File: src/pipe_pkg.sv
package pipe_pkg;

    localparam int XLEN        = 32;
    localparam int FETCH_WIDTH = 2;    // Instructions per fetch pair
    localparam int REG_ADDR_W  = 5;

    typedef logic [XLEN-1:0]       word_t;
    typedef logic [REG_ADDR_W-1:0] reg_addr_t;

    // Instruction field positions
    localparam int OPCODE_LSB = 26;    // Opcode in the top six bits
    localparam int RD_LSB     = 0;
    localparam int RJ_LSB     = 5;
    localparam int IMM12_LSB  = 10;    // Sits just above rj
    localparam int IMM16_LSB  = 10;    // Bits 25..10

    typedef enum logic [5:0] {
        OP_NOP  = 6'h00,
        OP_ADDI = 6'h0a,
        OP_B    = 6'h14
    } opcode_t;

    typedef struct packed {
        word_t pc;
        word_t inst;
    } ib_entry_t;

    // Unknown opcodes decode as NOP
    function automatic opcode_t get_opcode(word_t inst);
        logic [5:0] op;
        op = inst[XLEN-1:OPCODE_LSB];
        case (op)
            OP_ADDI: return OP_ADDI;
            OP_B:    return OP_B;
            default: return OP_NOP;
        endcase
    endfunction

    function automatic reg_addr_t get_rd(word_t inst);
        return inst[RD_LSB +: REG_ADDR_W];
    endfunction

    function automatic reg_addr_t get_rj(word_t inst);
        return inst[RJ_LSB +: REG_ADDR_W];
    endfunction

    function automatic word_t imm12_sext(word_t inst);
        logic [11:0] imm;
        imm = inst[IMM12_LSB +: 12];
        return {{(XLEN-12){imm[11]}}, imm};
    endfunction

    // Branch offset in bytes, word aligned
    function automatic word_t br_offset(word_t inst);
        logic [15:0] off;
        off = inst[IMM16_LSB +: 16];
        return {{(XLEN-18){off[15]}}, off, 2'b00};
    endfunction

endpackage

File: src/fetch_frontend.sv
`timescale 1ns/1ps

module fetch_frontend (
    input  logic                                            clk,
    input  logic                                            rst_n_i,
    // Memory response
    input  logic                                            inst_valid_i,
    input  pipe_pkg::word_t [pipe_pkg::FETCH_WIDTH-1:0]     inst_word_i,
    // Buffer and backend
    input  logic                                            ib_full_i,
    input  logic                                            flush_i,
    input  pipe_pkg::word_t                                 redirect_pc_i,
    // Memory request
    output logic                                            fetch_req_o,
    output pipe_pkg::word_t                                 fetch_pc_o,
    // Buffer push
    output logic                                            ib_push_o,
    output pipe_pkg::ib_entry_t [pipe_pkg::FETCH_WIDTH-1:0] ib_push_entry_o
);
    import pipe_pkg::*;

    logic  fetch_en_q;    // Low for the first cycle out of reset
    word_t pc_q;
    word_t req_pc_q;      // Slot 0 pc of the outstanding request
    logic  stale_q;       // Response in flight belongs to a flushed path

    assign fetch_req_o = fetch_en_q && !ib_full_i;
    assign fetch_pc_o  = pc_q;

    always_ff @(posedge clk) begin
        if (!rst_n_i) begin
            fetch_en_q <= 1'b0;
        end else begin
            fetch_en_q <= 1'b1;
        end
    end

    // Redirect has priority over the sequential advance
    always_ff @(posedge clk) begin
        if (!rst_n_i) begin
            pc_q <= '0;
        end else if (flush_i) begin
            pc_q <= redirect_pc_i;
        end else if (fetch_req_o) begin
            pc_q <= pc_q + word_t'(4 * FETCH_WIDTH);
        end
    end

    always_ff @(posedge clk) begin
        if (fetch_req_o) begin
            req_pc_q <= pc_q;
        end
    end

    // A request issued during a flush still fetches the old path
    always_ff @(posedge clk) begin
        if (!rst_n_i) begin
            stale_q <= 1'b0;
        end else begin
            stale_q <= flush_i;
        end
    end

    always_ff @(posedge clk) begin
        if (!rst_n_i) begin
            ib_push_o <= 1'b0;
        end else begin
            ib_push_o <= inst_valid_i && !stale_q && !flush_i;
        end
    end

    // Pair returned words with their pcs
    always_ff @(posedge clk) begin
        if (inst_valid_i) begin
            for (int k = 0; k < FETCH_WIDTH; k++) begin
                ib_push_entry_o[k].pc   <= req_pc_q + word_t'(4 * k);
                ib_push_entry_o[k].inst <= inst_word_i[k];
            end
        end
    end

endmodule

File: config.mk
export PLATFORM = sky130hd
export DESIGN_NAME = fetch_frontend
export DESIGN_NICKNAME = d
export VERILOG_FILES = /design/src/pipe_pkg.sv /design/src/fetch_frontend.sv
export SDC_FILE = /design/constraint.sdc
export NUM_CORES = 1
export LEC_CHECK = 0
export ABC_AREA = 1
export BUFFER_PORTS_ARGS = -buffer_cell sky130_fd_sc_hd__buf_2
export CAP_MARGIN = 20
export CORE_MARGIN = 1
export CORE_UTILIZATION = 50
export DETAILED_ROUTE_END_ITERATION = 16
export PLACE_DENSITY = 0.83
export SYNTH_ARGS = -nofsm -noshare
export SYNTH_HDL_FRONTEND = slang
export SYNTH_SLANG_ARGS = --single-unit
File: constraint.sdc
create_clock -name clk -period 2.35 [get_ports clk]
set_input_delay 0.3525 -clock clk [delete_from_list [all_inputs] [get_ports clk]]
set_output_delay 0.3525 -clock clk [all_outputs]
set_load 0.1 [all_outputs]
# Yosys cells after proc, flatten, opt, wreduce, memory -nomap -nowiden
# Index checks and enable logic that the tools add are counted.
[word_totals]
register_bits = 195
inputBits = 101
output_inout_bits = 162
[classes]
n_addsub = 2
n_mux = 3
reduce_logical = 7
[op_table]
columns = ["cell", "n"]
rows = [
  ["two-way mux 32 bit", 2],
  ["adder 32 x 3 -> 32 bit, second input constant", 1],
  ["adder 32 x 4 -> 32 bit, second input constant", 1],
  ["logical AND 1 bit", 3],
  ["logical NOT 1 bit", 3],
  ["nonzero test 2 bit", 1],
  ["two-way mux 1 bit", 1],
]

# Depth between registers and ports, before layout
[logic_depth]
depth_word = 4
mapped_depth = 9

# Worst setup path before layout
# OpenSTA, ideal clock, no wires.
[synth_timing]
kind = "input port to flip-flop"
startpoint = "in ib_full_i"
endpoint = "reg pc_q[9] (netlist: fetch_pc_o[9])"
setup_time_ns = 0.117
arrival_ns = 2.806
t_required_ns = 2.233
setup_slack_ns = -0.573
path_stages = 5
n_path_buf = 1
cell_sequence = "nor2_4 > buf_1 > nand4_1 > nand3_1 > nand2_1"
[synth_between]
elab_chain_len = 3
[synth_lines]
columns = ["item", "line", "source"]
rows = [
  ["start: declaration", "fetch_frontend.sv:10", "input logic ib_full_i,"],
  ["logical NOT 1 bit", "fetch_frontend.sv:27", "assign fetch_req_o = fetch_en_q && !ib_full_i;"],
  ["logical AND 1 bit", "fetch_frontend.sv:27", ""],
  ["net fetch_req_o", "fetch_frontend.sv:14", "output logic fetch_req_o,"],
  ["nonzero test 2 bit (no source line)", "n/a", ""],
  ["end signal: assignment", "fetch_frontend.sv:43", "pc_q <= redirect_pc_i;"],
  ["end signal: assignment", "fetch_frontend.sv:45", "pc_q <= pc_q + word_t'(4 * FETCH_WIDTH);"],
  ["end: declaration", "fetch_frontend.sv:23", "word_t pc_q;"],
]
# The timed path passes the listed nets, and every way through them passes these cells.
# A chain may end at the register's enable or synchronous reset.

# Worst setup path in the final report
[layout_timing]
startpoint = "reg fetch_en_q"
endpoint = "out fetch_req_o"
[layout_between]
elab_chain_len = 1
[layout_lines]
columns = ["item", "line", "source"]
rows = [
  ["start: declaration", "fetch_frontend.sv:22", "logic fetch_en_q;"],
  ["start signal: assignment", "fetch_frontend.sv:32", "fetch_en_q <= 1'b0;"],
  ["start signal: assignment", "fetch_frontend.sv:34", "fetch_en_q <= 1'b1;"],
  ["logical AND 1 bit", "fetch_frontend.sv:27", ""],
  ["end: declaration", "fetch_frontend.sv:14", ""],
]
# Every way passes these cells.

==> metrics.yaml <==
timing:
  final.period_utilization_pct: 89.3
  setup_tns_ps: 0
  finalSetupViolations: 0
  rsz0062_at_grt: "false"
  maxSlewHeadroom_pct: 65.3
  finalMaxSlewViolations: 0
  hold_viol_final: 0
  fin_skew_ps: 8.88
  tightest_slew_ps: 524
  fmax_mhz: 476
  period_minus_slack_ps: 2100
route:
  drcViolationCount: 0
  drtPass1Iterations: 5
  initialDrtViolationCount: 409
  avgViaCountPerCell: 5.12
  vias: 5801
  ant_nets: 0
  wl_um: 19000
  wl_per_cell_um: 16.8
floorplan:
  rows: 45
  die_y_um: 126
  io_pins: 263
  core_area_um2: 15100
  die_x_um: 126
  die_area_um2: 15900
  initial_core_util_pct: 50.9
setup_path:
  cp.required_ps: 2000
  path_class: "flip-flop to output pin"
  crit_chain: "inv_1 -> nor2_4 -> buf_4 -> buf_12"
  timing.rr.end: "ib_push_entry_o[118]"
  cp_slowest_cell: "buf_4"
  crit_fanout: 36
  endpoint_kind: "output pin"
  max_stage_delay_ps: 460
  timing.rr.start: "req_pc_q[3]"
  r2r_cells: 6
  r2r_slack_ps: 540
  worstSetupStartpointType: "flip-flop"
  critPathArrivalTime_ps: 1750
global_route:
  gr-total-overflow: 0
  grt_first_pass_wirelength_um: 28800
  track_usage_pct: 24.2
  antenna_found_initial: 2
  grt_pass1_vias: 5410
  grt_max_degree: 40
power:
  power_leakage_nw: 4.11
  p_total_w: 0.00876
  p_seq_share_pct: 46.3
  p_sw_w: 0.00306
  switching_share_pct: 34.9
  p_int_w: 0.00571
  comb_power_share_pct: 20.7
  p_per_area_nw_per_um2: 884
  peakVddDrop_mv: 0.590
  p_clk_share_pct: 33.0
cts:
  root_buffer: "clkbuf_16"
  cts_buffer_depth: 2
  cts_tree: "built"
  cts.sinks: 193
  worstSkewPairLatency_ps: 430
  cts_hold_buf: 0
  cts_resized: 0
  cts_inserted_buffers: 17
  h-tree-depth: 4
  clkSlewWorstSetupHoldPaths_ps: 70
  postCtsSetupRepairBufs: 0
flow_run:
  drv_cap: 0
logic_synthesis:
  synthDistinctLibCells: 35
  syn_nets: 756
  ys_ff_latch: 193
  async_flop_share_pct: 0
  ys.flop_type: "edfxtp_1"
  syn-cell-area_um2: 7700
  synth_area_leaders: "edfxtp_1 62%, dfxtp_1 9.1%, nand2_1 7.6%"
  synth_edf_count: 158
  yosys.area.top_type_share_pct: 61.6
  yosysTopAreaCell: "edfxtp_1"
  ys_seq_area_share_pct: 70.7
  avgSynthCellArea_um2: 11.8
  synth_warnings: 0
  synthCells: 653
cells_and_area:
  drive_above_1_share_pct: 35.4
  final_common_cell: "buf_2"
  multi_input_area_um2: 1970
  n_fill_cell: 1132
  areaGrowthSynthToFinish_pct: 28.7
  seq_area_um2: 5450
  final_cell_mix: "260 x buf_2, 158 x edfxtp_1, 155 x nand2_1"
  nets: 1033
outcome:
  status: "finished clean"
min_path:
  min_path_type: "primary input to flip-flop"
  whs_path_depth: 1
  whs_endpoint: "fetch_en_q"
  hp-start: "rst_n_i"
place:
  port-buffer-count: 262
  dp_hpwl_um: 14300
  globalplace.congestion: 0.863
==> synth_stat cells, types with 4 or more instances <==
| master | count |
|---|---|
| o21ai_0 | 20 |
| a31oi_1 | 6 |
| edfxtp_1 | 158 |
| nand3_1 | 45 |
| nor2_2 | 9 |
| xor2_1 | 21 |
| a21oi_1 | 16 |
| xnor2_1 | 8 |
| nor2_1 | 51 |
| clkbuf_1 | 4 |
| dfxtp_1 | 35 |
| inv_1 | 59 |
| nor3_1 | 7 |
| nor2_4 | 8 |
| nand2_1 | 155 |
| nor3_2 | 7 |
| nand4_1 | 11 |
| o21bai_1 | 4 |
==> worst max-delay path, delay by kind of cell (launching register included) <==
kind	cells	cell delay [ps]
simple gates	1	260
buf+inv	3	740
flops	1	310
==> cells by family (layout without fill, tap and decap cells) <==
| kind of cell | after synthesis | count (layout) | share of synthesized area (%) |
|---|---|---|---|
| AO/OA/AOI/OAI | 52 | 52 | 3.82 |
| AND/OR/NAND/NOR | 303 | 303 | 18.1 |
| flip-flops | 193 | 193 | 70.7 |
| other | 0 | 2 | 0 |
| adder cells (fa/ha/maj) | 2 | 2 | 0.325 |
| buffers and inverters | 74 | 364 | 3.80 |
| XOR/XNOR | 29 | 29 | 3.30 |
==> metal layers <==
layer	GRT usage [%]	wire, µm	share of wire [%]	vias up
li1	-	-	-	2792
met1	28.8	7220	38	2665
met2	42.3	9600	50	308
met3	5.90	1700	8.9	36
met4	9.71	496	2.6	0
met5	0	0	0	-
==> power groups by stage <==
stage / Clock, W / Combinational, W / Sequential [W]
global placement: 0 / 0.00180 / 0.00412
floorplan: 0 / 0.000174 / 0.00539
detailed placement: 0 / 0.00182 / 0.00413
CTS: 0.00293 / 0.00182 / 0.00405
global route: 0.00307 / 0.00187 / 0.00408
finish: 0.00289 / 0.00182 / 0.00405
==> worst max-delay path by stage <==
stage	start	to	cells after the start
after floorplan	fetch_pc_o[4]	fetch_pc_o[29]	8
after global placement	ib_full_i	fetch_req_o	4
after detailed placement	req_pc_q[3]	ib_push_entry_o[118]	6
after CTS	fetch_en_q	fetch_req_o	4
after global routing	fetch_en_q	fetch_req_o	4
final	fetch_en_q	fetch_req_o	4
==> flip-flops by register name, summed over array words and instances, names as in the netlist <==
name             count
req_pc_q            32
fetch_pc_o          32
ib_push_entry_o    126
fetch_en_q           1
ib_push_o            1
stale_q              1
==> per-stage QoR <==
stage	area [µm²]	setup slack [ps]	std cells	hold WS [ps]	util [%]
after floorplan	7710	119	653	380	-
after global placement	9300	564	1099	403	61.4
after detailed placement	9300	526	1099	408	61.4
after CTS	9910	217	1131	54.5	65.4
after global routing	9910	150	1133	60.0	65.5
final	9910	251	1133	72.1	65.5
==> cell type report <==
cell class | instances | area share [%]
Antenna cell | 2 | 0.0505
Clock buffer | 17 | 4.29
Clock inverter | 15 | 1.82
Inverter | 63 | 2.39
Multi-Input combinational cell | 386 | 19.8
Sequential cell | 193 | 54.9
Tap cell | 188 | 2.37
Timing Repair Buffer | 269 | 14.3
(Power assumes the default switching activity.)
