## config.mk

```make
export PLATFORM = sky130hd
export DESIGN_NAME = issue_commit
export DESIGN_NICKNAME = d
export VERILOG_FILES = /design/src/pipe_pkg.sv /design/src/issue_commit.sv
export SDC_FILE = /design/constraint.sdc
export NUM_CORES = 2
export LEC_CHECK = 0
export ABC_AREA = 1
export BUFFER_PORTS_ARGS = -buffer_cell sky130_fd_sc_hd__buf_4
export CAP_MARGIN = 20
export CORE_MARGIN = 1.5
export CORE_UTILIZATION = 35
export CTS_CLUSTER_SIZE = 16
export DETAILED_ROUTE_END_ITERATION = 6
export PLACE_DENSITY = 0.55
export SLEW_MARGIN = 10
export SYNTH_ARGS = -nofsm -noshare
export SYNTH_HDL_FRONTEND = slang
export SYNTH_SLANG_ARGS = --single-unit
```

## constraint.sdc

```tcl
create_clock -name clk -period 16 [get_ports clk]
set_input_delay 1.6 -clock clk [delete_from_list [all_inputs] [get_ports clk]]
set_output_delay 1.6 -clock clk [all_outputs]
set_load 0.02 [all_outputs]
```

## src/pipe_pkg.sv

```systemverilog
package pipe_pkg;

    localparam int XLEN        = 32;
    localparam int FETCH_WIDTH = 2;    // Instructions per fetch pair
    localparam int REG_ADDR_W  = 5;

    typedef logic [XLEN-1:0]       word_t;
    typedef logic [REG_ADDR_W-1:0] reg_addr_t;

    // Instruction field positions
    localparam int OPCODE_LSB = 26;    // Opcode in the top six bits
    localparam int RD_LSB     = 0;
    localparam int RJ_LSB     = 5;
    localparam int IMM12_LSB  = 10;    // Sits just above rj
    localparam int IMM16_LSB  = 10;    // Bits 25..10

    typedef enum logic [5:0] {
        OP_NOP  = 6'h00,
        OP_ADDI = 6'h0a,
        OP_B    = 6'h14
    } opcode_t;

    typedef struct packed {
        word_t pc;
        word_t inst;
    } ib_entry_t;

    // Unknown opcodes decode as NOP
    function automatic opcode_t get_opcode(word_t inst);
        logic [5:0] op;
        op = inst[XLEN-1:OPCODE_LSB];
        case (op)
            OP_ADDI: return OP_ADDI;
            OP_B:    return OP_B;
            default: return OP_NOP;
        endcase
    endfunction

    function automatic reg_addr_t get_rd(word_t inst);
        return inst[RD_LSB +: REG_ADDR_W];
    endfunction

    function automatic reg_addr_t get_rj(word_t inst);
        return inst[RJ_LSB +: REG_ADDR_W];
    endfunction

    function automatic word_t imm12_sext(word_t inst);
        logic [11:0] imm;
        imm = inst[IMM12_LSB +: 12];
        return {{(XLEN-12){imm[11]}}, imm};
    endfunction

    // Branch offset in bytes, word aligned
    function automatic word_t br_offset(word_t inst);
        logic [15:0] off;
        off = inst[IMM16_LSB +: 16];
        return {{(XLEN-18){off[15]}}, off, 2'b00};
    endfunction

endpackage

```

## src/issue_commit.sv

```systemverilog
`timescale 1ns/1ps

module issue_commit (
    input  logic                            clk,
    input  logic                            rst_n_i,
    input  logic                            halt_i,
    // Buffer head
    input  logic [1:0]                      pop_valid_i,
    input  pipe_pkg::ib_entry_t [1:0]       pop_entry_i,
    output logic [1:0]                      pop_take_o,
    // Redirect to fetch and buffer
    output logic                            flush_o,
    output pipe_pkg::word_t                 redirect_pc_o,
    // Commit report, one channel per slot
    output logic [1:0]                      commit_valid_o,
    output pipe_pkg::word_t [1:0]           commit_pc_o,
    output logic [1:0]                      commit_wen_o,
    output pipe_pkg::reg_addr_t [1:0]       commit_wnum_o,
    output pipe_pkg::word_t [1:0]           commit_wdata_o
);
    import pipe_pkg::*;

    localparam int NUM_REGS = 1 << REG_ADDR_W;

    word_t      rf_q [NUM_REGS];
    opcode_t    op [2];
    reg_addr_t  rd [2];
    reg_addr_t  rj [2];
    word_t      rj_val [2];
    word_t      result [2];
    word_t      target [2];
    logic [1:0] is_addi;
    logic [1:0] is_br;
    logic [1:0] wen;
    logic [1:0] take;

    always_comb begin
        for (int s = 0; s < 2; s++) begin
            op[s]      = get_opcode(pop_entry_i[s].inst);
            rd[s]      = get_rd(pop_entry_i[s].inst);
            rj[s]      = get_rj(pop_entry_i[s].inst);
            is_addi[s] = (op[s] == OP_ADDI);
            is_br[s]   = (op[s] == OP_B);
            wen[s]     = is_addi[s] && (rd[s] != '0);    // r0 stays zero
            target[s]  = pop_entry_i[s].pc + br_offset(pop_entry_i[s].inst);
        end

        rj_val[0] = rf_q[rj[0]];
        result[0] = rj_val[0] + imm12_sext(pop_entry_i[0].inst);

        // In-pair forwarding from slot 0
        if (wen[0] && (rj[1] == rd[0])) begin
            rj_val[1] = result[0];
        end else begin
            rj_val[1] = rf_q[rj[1]];
        end
        result[1] = rj_val[1] + imm12_sext(pop_entry_i[1].inst);
    end

    // A branch in slot 0 cancels slot 1
    always_comb begin
        take[0] = pop_valid_i[0] && !halt_i;
        take[1] = take[0] && pop_valid_i[1] && !is_br[0];
    end

    assign pop_take_o    = take;
    assign flush_o       = (take[0] && is_br[0]) || (take[1] && is_br[1]);
    assign redirect_pc_o = is_br[0] ? target[0] : target[1];

    // Slot 1 written last so it wins on the same rd
    always_ff @(posedge clk) begin
        if (!rst_n_i) begin
            for (int r = 0; r < NUM_REGS; r++) begin
                rf_q[r] <= '0;
            end
        end else begin
            for (int s = 0; s < 2; s++) begin
                if (take[s] && wen[s]) begin
                    rf_q[rd[s]] <= result[s];
                end
            end
        end
    end

    always_ff @(posedge clk) begin
        if (!rst_n_i) begin
            commit_valid_o <= '0;
            commit_wen_o   <= '0;
        end else begin
            commit_valid_o <= take;
            commit_wen_o   <= take & wen;
        end
    end

    always_ff @(posedge clk) begin
        for (int s = 0; s < 2; s++) begin
            if (take[s]) begin
                commit_pc_o[s]    <= pop_entry_i[s].pc;
                commit_wnum_o[s]  <= is_addi[s] ? rd[s] : '0;
                commit_wdata_o[s] <= is_addi[s] ? result[s] : '0;
            end
        end
    end

endmodule

```

==> After elaboration in Yosys (flattened, before gate mapping) <==
Memory sizes are Yosys's and may differ from the RTL's.
Index checks and enable logic that the tools add are counted.
{ "classes": {"n_addsub": 4, "n_eq_ne": 9, "mux": 17, "bitwise": 1, "reduce_logical": 17} }
{ "op_table": {"columns": ["operator", "count"], "rows": [
  ["$add 32x32->32", 4],
  ["$mux 32", 4],
  ["$reduce_or 32->1", 2],
  ["$eq 6x4->1 const B", 4],
  ["$eq 6x5->1 const B", 4],
  ["$pmux 5 s2", 2],
  ["$logic_and 1x1->1", 10],
  ["$mux 5", 2],
  ["$reduce_bool 5->1", 2],
  ["$mux 1", 9],
  ["$eq 5x5->1", 1],
  ["$and 2x2->2", 1],
  ["$logic_not 1->1", 2],
  ["$logic_or 1x1->1", 1]
]} }
{ "totals": {"reg_bits": 142, "mem_bits_rw": 1024, "inputBits": 133, "output_inout_bits": 177, "mem_count": 1} }
{ "mem_list": {"columns": ["name", "depth", "word_bits", "rd", "rd_ports_with_merged_regs", "wr", "line_no", "rtl"], "rows": [
  ["rf_q", 32, 32, 2, 0, 32, "issue_commit.sv:25", "word_t rf_q [NUM_REGS];"]
]} }

==> Longest topological paths before layout <==
{ "logic_depth": {"ltp_word": 11, "mapped_depth": 42} }

==> Worst setup path before layout <==
No wires, ideal clock.
{ "synth_path": {"kind": "in2out", "start": "input port pop_valid_i[0]", "end": "output port pop_take_o[1]", "t_arrival_ps": 5487, "required_time_ps": 14400, "path_slack_ps": 8913, "path_stages": 4, "n_path_buf": 0, "cell_sequence": "inv_1 -> nor2_2 -> nand3_1 -> inv_1"} }
{ "synth_between": {"elab_chain_cells": 3} }
{ "synth_rtl": {"columns": ["item", "line_no", "rtl"], "rows": [
  ["start: declaration", "issue_commit.sv:8", "input logic [1:0] pop_valid_i,"],
  ["$logic_and 1x1->1", "issue_commit.sv:62", "take[0] = pop_valid_i[0] && !halt_i;"],
  ["net pop_take_o[0]", "issue_commit.sv:10", "output logic [1:0] pop_take_o,"],
  ["$logic_and 1x1->1 (2 in a row)", "issue_commit.sv:63", "take[1] = take[0] && pop_valid_i[1] && !is_br[0];"],
  ["end: declaration", "issue_commit.sv:10", null]
]} }
The timed path passes the listed nets, and every way through them passes these cells.

==> results.md <==
- Post-Syn Instances: 8,220
- Slew HR: 18.9%
- Maxcap violations: 0
- ANT nets after route: 0
- Layout area overhead: 12.3%
- IO buf count: 309
- DRC errors left: 0
- Compound-Gate Fraction of Synth Area: 24.5%
- Largest family of logic cells by synthesized area: compound AO/OA/AOI/OAI gates
- Leakage: 29.1 nW
- CTS tree: done
- Worst Max-Slew Pin Slew: 1210 ps
- Worst-path clk slew: 60 ps
- TritonCTS buffer count: 138
- # rows: 165
- Die area: 206,000 um^2
- Hold slack: 978 ps
- Clk_skew: 42.4 ps
- Mapped Avg Cell Area: 8.66 um^2
- Status: completed
- Commonest non-fill, non-tap cell in the layout: edfxtp_1
- Clk_lat worst skew: 830 ps
- Synth async-reset ratio: 0%
- Die width: 454 um
- Clock buffer depth: 3
- Tightest Hold Check Type: in -> reg
- Critical path launch point type: input port
- Final setup TNS: 0 ps
- Final min period: 9840 ps
- CP Max Fanout: 265
- Buffers inserted by post-CTS timing repair: 0
- Core area: 202,000 um^2
- Hold Buf Count CTS: 0
- Tcrit/Tclk final: 61.5%
- Setup CP Type: in -> reg
- Post-synth EDFFs: 1,162
- Pwr Density: 113 nW/um^2
- YS warnings: 0
- Final Hold Fails: 0
- Layout cells sized above 1: 11.1%
- GPL Wtd Cong: 0.950
- Post-synthesis mux area share: 0.0141%
- Synth Area in Adders: 2.31%
- Worst path required time: 16,550 ps
- Final setup vio count: 0
- Register area share after synthesis: 49.2%
- Most frequent cells in the layout: 1,162 x edfxtp_1, 1,158 x nand2_1, 1,003 x o21ai_0, 848 x o22ai_1, 652 x nand3_1
- R2R Setup Slk: 8130 ps
- Gr usage total: 31.1%
- Xor and xnor area share after synthesis: 0.870%
- Mapped Area: 71,100 um^2
- Starting DRT DRC Count: 12,200
- DR WL/cell: 30.8 um
- Max-slew violation count: 0
- Final WL: 334,000 um
- Chip height: 454 um
- Largest net degree at the start of global routing: 266
- TritonCTS Sinks: 1,166
- Initial core utilization: 35.2%
- H-Tree Depth: 4
- Root buf cell: clkbuf_16
- RSZ-0062 raised after global routing: false
- Crit end category: flop
- Via-per-instance ratio: 6.54
- GRT overflow: 0
- Slowest-stage cell, CP: buf_4
- Total iterations of the first detailed-routing run: 7
- Most numerous cell on the critical path: a21oi_1
- Post-synth cell types: 68
- Critical Path AT: 10,390 ps
- Post-synthesis simple-gate area fraction: 15.8%
- Nets: 8,329
- Yosys reg bits: 1,166
- Vias in the first global route: 66,400
- Number of I/O pins: 310
- Vias post-DR: 70,900
- HPWL after DPL: 200,000 um
- Cts repair resizes: 0
- Worst VDD drop: 115 uV
- Main synth FF type: edfxtp_1
- CP max stage delay: 830 ps
- Highest Clock Rate: 102 MHz
- Global-route wire length before repair: 471,000 um
- Initial antenna violation count: 3
[worst max-delay path, delay by kind of cell]
| kind | cells | cell delay (ps) |
|---|---|---|
| adders and majority gates | 2 | 720 |
| xor gates and xnor gates | 1 | 190 |
| buffers and inverters | 7 | 3030 |
| AOI/OAI and AO/OA | 13 | 2760 |
| and+or+nand+nor | 8 | 1770 |
[final cells by class]
| cell class | count | area (um^2) |
|---|---|---|
| multi-input cells | 5798 | 31500 |
| well taps | 2672 | 3340 |
| inverters | 475 | 1840 |
| repair buffers | 488 | 3880 |
| flip-flops and latches | 1166 | 35000 |
| fillers | 20000 | 122000 |
| diodes | 1 | 2.50 |
| clock inverters | 75 | 749 |
| clock buffers | 174 | 3620 |
[metrics by stage]
step / instances / util [%] / setup slack, ps / total power [mW] / area, um^2
2_1_floorplan: 8251 / - / 8910 / 4.87 / 71300
5_1_grt: 10800 / 39.5 / 5780 / 9.21 / 79900
3_3_place_gp: 10600 / 37.3 / 5900 / 5.77 / 75400
6_report: 10800 / 39.5 / 6160 / 9.00 / 79900
4_1_cts: 10800 / 39.5 / 6640 / 8.92 / 79800
3_5_place_dp: 10600 / 37.3 / 5820 / 5.79 / 75500
[kinds of logic after synthesis]
kind of cell / Yosys count
flops: 1166
buf+inv: 1287
fa+ha+maj: 129
compound gates: 2961
simple gates: 2606
xor+xnor: 69
mux: 1
other cells: 1
[final timing paths]
path | startpoint | end | depth (start not counted)
max | pop_entry_i[5] | rf_q[28][31] | 31
min | pop_entry_i[36] | commit_pc_o[4] | 1
max reg2reg | rf_q[10][7] | rf_q[28][31] | 27
min reg2reg | rf_q[16][31] | commit_wdata_o[31] | 9
[power by group]
group	internal (mW)	switching [mW]	total (mW)
Clock	1.78	1.41	3.19
Sequential	3.47	0.0552	3.53
Combinational	0.533	1.75	2.28
[cells in the mapped netlist, types with 73 or more instances]
master | number | area, um^2
a21oi_1 | 596 | 2980
a31oi_1 | 73 | 457
buf_2 | 239 | 1200
clkbuf_1 | 487 | 1830
edfxtp_1 | 1162 | 34900
ha_1 | 125 | 1560
inv_1 | 405 | 1520
nand2_1 | 1160 | 4350
nand3_1 | 668 | 3340
nor2_1 | 640 | 2400
o211ai_1 | 165 | 1240
o21ai_0 | 1003 | 5020
o221ai_1 | 86 | 753
o22ai_1 | 848 | 5310
[metal layers]
metal  GRT usage [%]  vias to the layer above  wire [um]
li1                -                    29900          -
met1            40.6                    34300     125000
met2            46.3                     5661     144000
met3            6.69                     1129      40900
met4            20.7                        2      24100
met5               0                        -         13
[flip-flops by register name, summed over array words and instances, names as in the netlist]
| signal | count |
|---|---|
| commit_pc_o | 64 |
| commit_valid_o | 2 |
| commit_wdata_o | 64 |
| commit_wen_o | 2 |
| commit_wnum_o | 10 |
| rf_q | 1024 |
Power figures use the tool's default switching activity.
