## config.mk

```make
export PLATFORM = sky130hd
export DESIGN_NAME = instr_buffer
export DESIGN_NICKNAME = d
export VERILOG_FILES = /design/src/pipe_pkg.sv /design/src/instr_buffer.sv
export SDC_FILE = /design/constraint.sdc
export NUM_CORES = 1
export LEC_CHECK = 0
export ABC_AREA = 0
export BUFFER_PORTS_ARGS = -buffer_cell sky130_fd_sc_hd__buf_2
export CAP_MARGIN = 20
export CORE_UTILIZATION = 40
export CTS_CLUSTER_SIZE = 28
export DETAILED_ROUTE_END_ITERATION = 10
export PLACE_DENSITY = 0.64
export SLEW_MARGIN = 5
export SYNTH_ARGS = -nofsm -noshare
export SYNTH_HDL_FRONTEND = slang
export SYNTH_SLANG_ARGS = --single-unit
```

## constraint.sdc

```tcl
create_clock -name clk -period 5.3 [get_ports clk]
set_input_delay 1.06 -clock clk [delete_from_list [all_inputs] [get_ports clk]]
set_output_delay 1.06 -clock clk [all_outputs]
set_load 0.02 [all_outputs]
```

## src/pipe_pkg.sv

```systemverilog
package pipe_pkg;

    localparam int XLEN        = 32;
    localparam int FETCH_WIDTH = 2;    // Instructions per fetch pair
    localparam int REG_ADDR_W  = 5;

    typedef logic [XLEN-1:0]       word_t;
    typedef logic [REG_ADDR_W-1:0] reg_addr_t;

    // Instruction field positions
    localparam int OPCODE_LSB = 26;    // Opcode in the top six bits
    localparam int RD_LSB     = 0;
    localparam int RJ_LSB     = 5;
    localparam int IMM12_LSB  = 10;    // Sits just above rj
    localparam int IMM16_LSB  = 10;    // Bits 25..10

    typedef enum logic [5:0] {
        OP_NOP  = 6'h00,
        OP_ADDI = 6'h0a,
        OP_B    = 6'h14
    } opcode_t;

    typedef struct packed {
        word_t pc;
        word_t inst;
    } ib_entry_t;

    // Unknown opcodes decode as NOP
    function automatic opcode_t get_opcode(word_t inst);
        logic [5:0] op;
        op = inst[XLEN-1:OPCODE_LSB];
        case (op)
            OP_ADDI: return OP_ADDI;
            OP_B:    return OP_B;
            default: return OP_NOP;
        endcase
    endfunction

    function automatic reg_addr_t get_rd(word_t inst);
        return inst[RD_LSB +: REG_ADDR_W];
    endfunction

    function automatic reg_addr_t get_rj(word_t inst);
        return inst[RJ_LSB +: REG_ADDR_W];
    endfunction

    function automatic word_t imm12_sext(word_t inst);
        logic [11:0] imm;
        imm = inst[IMM12_LSB +: 12];
        return {{(XLEN-12){imm[11]}}, imm};
    endfunction

    // Branch offset in bytes, word aligned
    function automatic word_t br_offset(word_t inst);
        logic [15:0] off;
        off = inst[IMM16_LSB +: 16];
        return {{(XLEN-18){off[15]}}, off, 2'b00};
    endfunction

endpackage

```

## src/instr_buffer.sv

```systemverilog
`timescale 1ns/1ps

module instr_buffer #(
    parameter int IB_DEPTH = 8
) (
    input  logic                                            clk,
    input  logic                                            rst_n_i,
    input  logic                                            push_i,
    input  pipe_pkg::ib_entry_t [pipe_pkg::FETCH_WIDTH-1:0] push_entry_i,
    input  logic [1:0]                                      pop_take_i,
    input  logic                                            flush_i,
    output logic                                            ib_full_o,
    output logic [1:0]                                      pop_valid_o,
    output pipe_pkg::ib_entry_t [1:0]                       pop_entry_o
);
    import pipe_pkg::*;

    localparam int PW = $clog2(IB_DEPTH);
    localparam int CW = $clog2(IB_DEPTH + 1);

    ib_entry_t     buf_q [IB_DEPTH];
    logic [PW-1:0] head_q;
    logic [PW-1:0] tail_q;
    logic [CW-1:0] count_q;
    logic [CW-1:0] count_d;
    logic [1:0]    n_pop;

    // Pointer advance that wraps at any depth
    function automatic logic [PW-1:0] ptr_add(logic [PW-1:0] ptr, int unsigned n);
        int unsigned sum;
        sum = ptr + n;
        if (sum >= IB_DEPTH) begin
            sum = sum - IB_DEPTH;
        end
        return PW'(sum);
    endfunction

    // Slot 1 is only taken together with slot 0
    always_comb begin
        n_pop = 2'd0;
        if (pop_take_i[0]) begin
            n_pop = pop_take_i[1] ? 2'd2 : 2'd1;
        end
    end

    always_comb begin
        if (flush_i) begin
            count_d = '0;
        end else begin
            count_d = count_q + (push_i ? CW'(FETCH_WIDTH) : CW'(0)) - CW'(n_pop);
        end
    end

    // Room left after this cycle must hold the two pairs still in flight
    assign ib_full_o = (IB_DEPTH - int'(count_d)) < (2 * FETCH_WIDTH);

    always_ff @(posedge clk) begin
        if (!rst_n_i) begin
            head_q  <= '0;
            tail_q  <= '0;
            count_q <= '0;
        end else begin
            count_q <= count_d;
            if (flush_i) begin
                head_q <= tail_q;    // Drop everything queued
            end else begin
                head_q <= ptr_add(head_q, 32'(n_pop));
                if (push_i) begin
                    tail_q <= ptr_add(tail_q, FETCH_WIDTH);
                end
            end
        end
    end

    // A push during a flush is not stored
    always_ff @(posedge clk) begin
        if (push_i && !flush_i) begin
            for (int k = 0; k < FETCH_WIDTH; k++) begin
                buf_q[ptr_add(tail_q, k)] <= push_entry_i[k];
            end
        end
    end

    assign pop_valid_o[0] = (count_q != '0);
    assign pop_valid_o[1] = (count_q >= CW'(2));
    assign pop_entry_o[0] = buf_q[head_q];
    assign pop_entry_o[1] = buf_q[ptr_add(head_q, 1)];

endmodule

```

==> After elaboration in Yosys (flattened, before gate mapping) <==
Memories as Yosys holds them, arrays and structs flattened. A register that Yosys moved wholly into a read port is not among the register bits.
Index checks and enable logic that the tools add are counted.
{ "classes": {"bitwise_logic": 1, "n_lt_le_gt_ge": 7, "addsub": 12, "mux": 15, "div_mod_pow": 0, "n_reduce_logical": 4, "n_mul": 0, "eq_ne": 0, "shifts": 0} }
{ "op_table": {"columns": ["op", "count"], "rows": [
  ["3-bit two-way mux", 9],
  ["4-bit >= comparator, second input constant", 4],
  ["3-bit by 1-bit subtractor with 3-bit output, second input constant", 5],
  ["3-bit by 1-bit adder with 4-bit output, second input constant", 2],
  ["2-bit two-way mux", 3],
  ["5-bit by 4-bit less-than comparator with 1-bit output, second input constant", 1],
  ["4-bit by 4-bit subtractor with 5-bit output, first input constant", 1],
  ["3-bit by 2-bit adder with 4-bit output", 1],
  ["3-bit by 2-bit adder with 4-bit output, second input constant", 1],
  ["4-bit by 2-bit adder with 4-bit output", 1],
  ["3-bit by 4-bit >= comparator with 1-bit output, second input constant", 1],
  ["4-bit by 2-bit >= comparator with 1-bit output, second input constant", 1],
  ["4-bit two-way mux", 1],
  ["4-bit nonzero test", 1],
  ["4-bit by 2-bit subtractor with 4-bit output", 1],
  ["1-bit two-way mux", 2],
  ["2-bit AND reduction", 1],
  ["1-bit logical AND", 1],
  ["1-bit zero test", 1],
  ["1-bit NOT", 1]
]} }
{ "totals": {"latchBits": 0, "ram_bits": 512, "reg_bits": 10, "romBits": 0, "in_bits": 134, "n_memories": 1, "out_inout_bits": 131} }
{ "mem_list": {"columns": ["memory", "depth", "width", "read_ports", "rd_clocked_by_memory_dff", "wr", "line", "rtl"], "rows": [
  ["buf_q", 8, 64, 2, 1, 2, "instr_buffer.sv:21", "ib_entry_t buf_q [IB_DEPTH];"]
]} }

==> Logic depth before layout (Yosys ltp) <==
{ "logic_depth": {"depth_word": 7, "ltp_mapped": 8} }

==> Worst setup path after synthesis <==
OpenSTA, ideal clock, no wires.
{ "synth_path": {"kind": "input -> register", "from": "input push_i", "to": "memory buf_q[4][0] in the netlist's numbering (enable)", "setup_slack_ns": 0.440, "required_time_ns": 4.798, "n_path_buf": 0, "arrival_time_ns": 4.357, "cell_stages": 2, "path_cell_list": "nor2b_1 -> and2_1"} }
{ "synth_rtl": {"columns": ["item", "line", "rtl"], "rows": [
  ["start, declared", "instr_buffer.sv:8", "input logic push_i,"],
  ["end, declared", "instr_buffer.sv:21", null]
]} }

==> impl_metrics.json <==
{
  "drtAntennaViolNets": 0,
  "io_pins": 265,
  "numCtsBuffers": 55,
  "synth_top_area_share_pct": 62.3,
  "drive_above_1_share_pct": 32.9,
  "crit_required_ns": 4.24,
  "drtIter0Drc": 880,
  "finalNetCount": 1845,
  "r2r_slack_ns": 3.13,
  "initial_core_util_pct": 40.7,
  "postCtsHoldBufs": 0,
  "hp-start": "count_q[0]$_SDFF_PN0_",
  "cp_max_fo": 78,
  "syn_nets": 1629,
  "yosys.area_share.simple_pct": 8.57,
  "crit_path_start": "head_q[0]$_SDFF_PP0_",
  "grt_pass1_wl_um": 86000,
  "rr_worst_depth": 4,
  "vdd_drop_max_uv": 259,
  "netlist_area_sq_um": 24700,
  "firstDrtPassIters": 5,
  "synth_cell_types": 26,
  "fp.dieW_um": 250,
  "core_area_sq_um": 60700,
  "placed_cell_area_sq_um": 26700,
  "seqPwrFrac_pct": 48.4,
  "yosysSeqAreaShare_pct": 63.0,
  "synth.area.top_cells": "edfxtp_1 62%, mux4_2 12%, mux2i_1 5.2%",
  "whs_path_depth": 3,
  "drv_slew": 0,
  "yosys_warnings": 0,
  "vias": 14500,
  "post_cts_buffers": 0,
  "fmax_ghz": 0.212,
  "max-cap-violations": 0,
  "fin_crit_sh_pct": 89.1,
  "status": "finished, final reports clean",
  "cp-end-kind": "output port",
  "final-hold-violation-count": 0,
  "dp_hpwl_um": 34100,
  "clkTransAtPathRegs_ns": 0.06,
  "rsz0062_at_grt": "no",
  "cell_internal_pwr_mw": 7.38,
  "antenna_found_initial": 11,
  "clockBufferDepth": 3,
  "synth_xor_area_share_pct": 0.177,
  "critPathLaunchType": "flip-flop",
  "grt_pass1_vias": 15200,
  "finalSetupTns_ns": 0,
  "crit_arrival_ns": 3.66,
  "synth.avg_cell_area_sq_um": 16.7,
  "grt_util_all_layers_pct": 17.7,
  "cts_tree": "built",
  "yosys_register_bits": 521,
  "clock_sinks": 521,
  "root_buffer": "clkbuf_16",
  "critical_path.max_stage_delay_ns": 0.80,
  "swShare_pct": 23.5,
  "synth_area_leader_cell": "edfxtp_1",
  "synth_fa_ha_area_share_pct": 0.750,
  "hold-path-endpoint": "count_q[0]$_SDFF_PN0_",
  "fp.dieH_um": 250,
  "fin_area_sq_um": 28500,
  "viasPerCell": 5.75,
  "clock_latency_ns": 0.60,
  "rr_endpoint": "buf_q[1][33]$_DFFE_PP_",
  "slowest_stage": "dfxtp_4",
  "p_comb_share_pct": 12.4,
  "route.detailed.drc": 0,
  "cts_resized": 0,
  "r2r_start": "tail_q[1]$_SDFFE_PN0P_",
  "gp_congestion": 0.815,
  "switchingPower_mw": 2.27,
  "p_clk_share_pct": 39.2,
  "setup_viol": 0,
  "worstMarginPinSlew_ns": 0.977,
  "crit_type": "flip-flop to output port",
  "post_drt_wl_per_cell_um": 22.3,
  "worstPathCellList": "ha_4 > buf_12 > mux2i_1 > and3_1 > nor4_1 > buf_2",
  "synthToLayoutAreaGrowth_pct": 15.4,
  "finClkSkew_ns": 0.00921,
  "synth_top_family_by_area": "multiplexers",
  "hold_class": "flip-flop to flip-flop",
  "synth_compound_gate_area_share_pct": 4.63,
  "muxShareOfSynthArea_pct": 19.8,
  "rows": 90,
  "finalCriticalPeriod_ns": 4.72,
  "htreeDepth": 2,
  "grt_max_degree": 169,
  "routed_wl_um": 56400,
  "gr-total-overflow": 0,
  "maxSlewHeadroom_pct": 34.8,
  "powerDensity_nw_per_um2": 339,
  "dp_cells": 2423,
  "p_leak_nw": 9.57,
  "instances_no_fill": 2524,
  "port_buffers": 264,
  "dieArea_sq_um": 62700,
  "synthCells": 1482
}
## per-stage QoR
| stage | power (mW) | setup WS (ns) | hold WS, ns | util (%) |
|---|---|---|---|---|
| global route | 9.99 | 0.308 | 0.650 | 46.9 |
| detailed placement | 5.97 | 1.20 | 0.585 | 44.0 |
| floorplan | 5.57 | 0.440 | 0.539 | - |
| global placement | 5.94 | 1.25 | 0.565 | 44.0 |
| finish | 9.66 | 0.579 | 0.588 | 46.9 |
| CTS | 9.76 | 0.547 | 0.592 | 46.9 |
## worst max-delay path: cells and delay by family (launching register included)
kind / cells / cell delay, ns
mux: 1 / 0.13
flops: 1 / 0.80
simple gates: 2 / 0.62
fa+ha+maj: 1 / 0.79
buf+inv: 2 / 0.67
## cells by family (layout without fill, tap and decap cells)
| kind of cell | Yosys count | in the layout |
|---|---|---|
| AO/OA/AOI/OAI | 132 | 132 |
| XOR/XNOR | 5 | 5 |
| adder cells (fa/ha/maj) | 13 | 13 |
| buffers and inverters | 147 | 404 |
| flip-flops | 521 | 521 |
| multiplexers | 321 | 321 |
| other | 0 | 3 |
| AND/OR/NAND/NOR | 343 | 343 |
## worst max path at each step
stage	end	slack, ns	cells after the start
global route	pop_entry_o[113]	0.31	6
detailed placement	pop_entry_o[86]	1.20	6
floorplan	buf_q[4][0]$_DFFE_PP_	0.44	2
CTS	pop_entry_o[87]	0.55	6
global placement	pop_entry_o[87]	1.25	6
finish	pop_entry_o[87]	0.58	6
## layer usage
metal	track usage (%)	vias up	share of wire, %
met5	0	-	0.19
met4	5.52	18	2.2
met3	4.84	106	7.6
met2	30.8	431	50
met1	21.4	7381	40
li1	-	6578	-
## cells in the mapped netlist
cell       number
a2111oi_0     128
a21o_1          1
a21oi_1         1
and2_1          7
and3_1        128
buf_1           5
buf_2          21
buf_4          15
buf_6          16
clkbuf_1       78
dfxtp_1         9
edfxtp_1      512
fa_1            3
ha_1           10
inv_1          12
mux2_2         64
mux2i_1       129
mux4_2        128
nand2_1         6
nand2b_1        1
nor2_1          6
nor2b_1       131
nor4_1         64
o21ai_0         2
xnor2_1         3
xor2_1          2
## flip-flops by register name (all words and copies together) (netlist names)
signal and count:
count_q 4, head_q 3, tail_q 2, buf_q 512
## final cells by class
class                      instances  area (sq um)
fill                            5191         32200
clock inverter                    35           377
tap                              782           978
clock buffer                      63          1410
sequential                       521         15600
multi-input combinational        814          8430
timing repair buffer             294          1670
inverter                          12          45.0
antenna                            3          7.51
## power groups by stage
stage | Combinational [mW] | Clock (mW) | Sequential, mW
global route | 1.29 | 4.02 | 4.68
detailed placement | 1.20 | 0 | 4.76
finish | 1.20 | 3.78 | 4.68
global placement | 1.18 | 0 | 4.76
CTS | 1.21 | 3.87 | 4.68
floorplan | 0.818 | 0 | 4.75
## placed cells by master, fill, tap and decap left out, types with 3 or more instances in the layout
master and n:
mux2i_1 129, bufinv_16 8, and3_1 128, dfxtp_4 3, ha_1 9, nand2_1 6
dfxtp_1 6, clkinv_1 14, clkbuf_16 55, edfxtp_1 512, buf_4 20, diode_2 3
and2_4 4, inv_1 12, buf_12 10, mux2_2 64, clkbuf_1 8, nor2b_1 131
fa_1 3, and2_1 3, nor2_1 6, clkinvlp_4 3, mux4_2 128, a2111oi_0 128
clkinv_2 7, buf_2 264, nor4_1 64
Note: power is estimated with default switching activity, not from simulation.
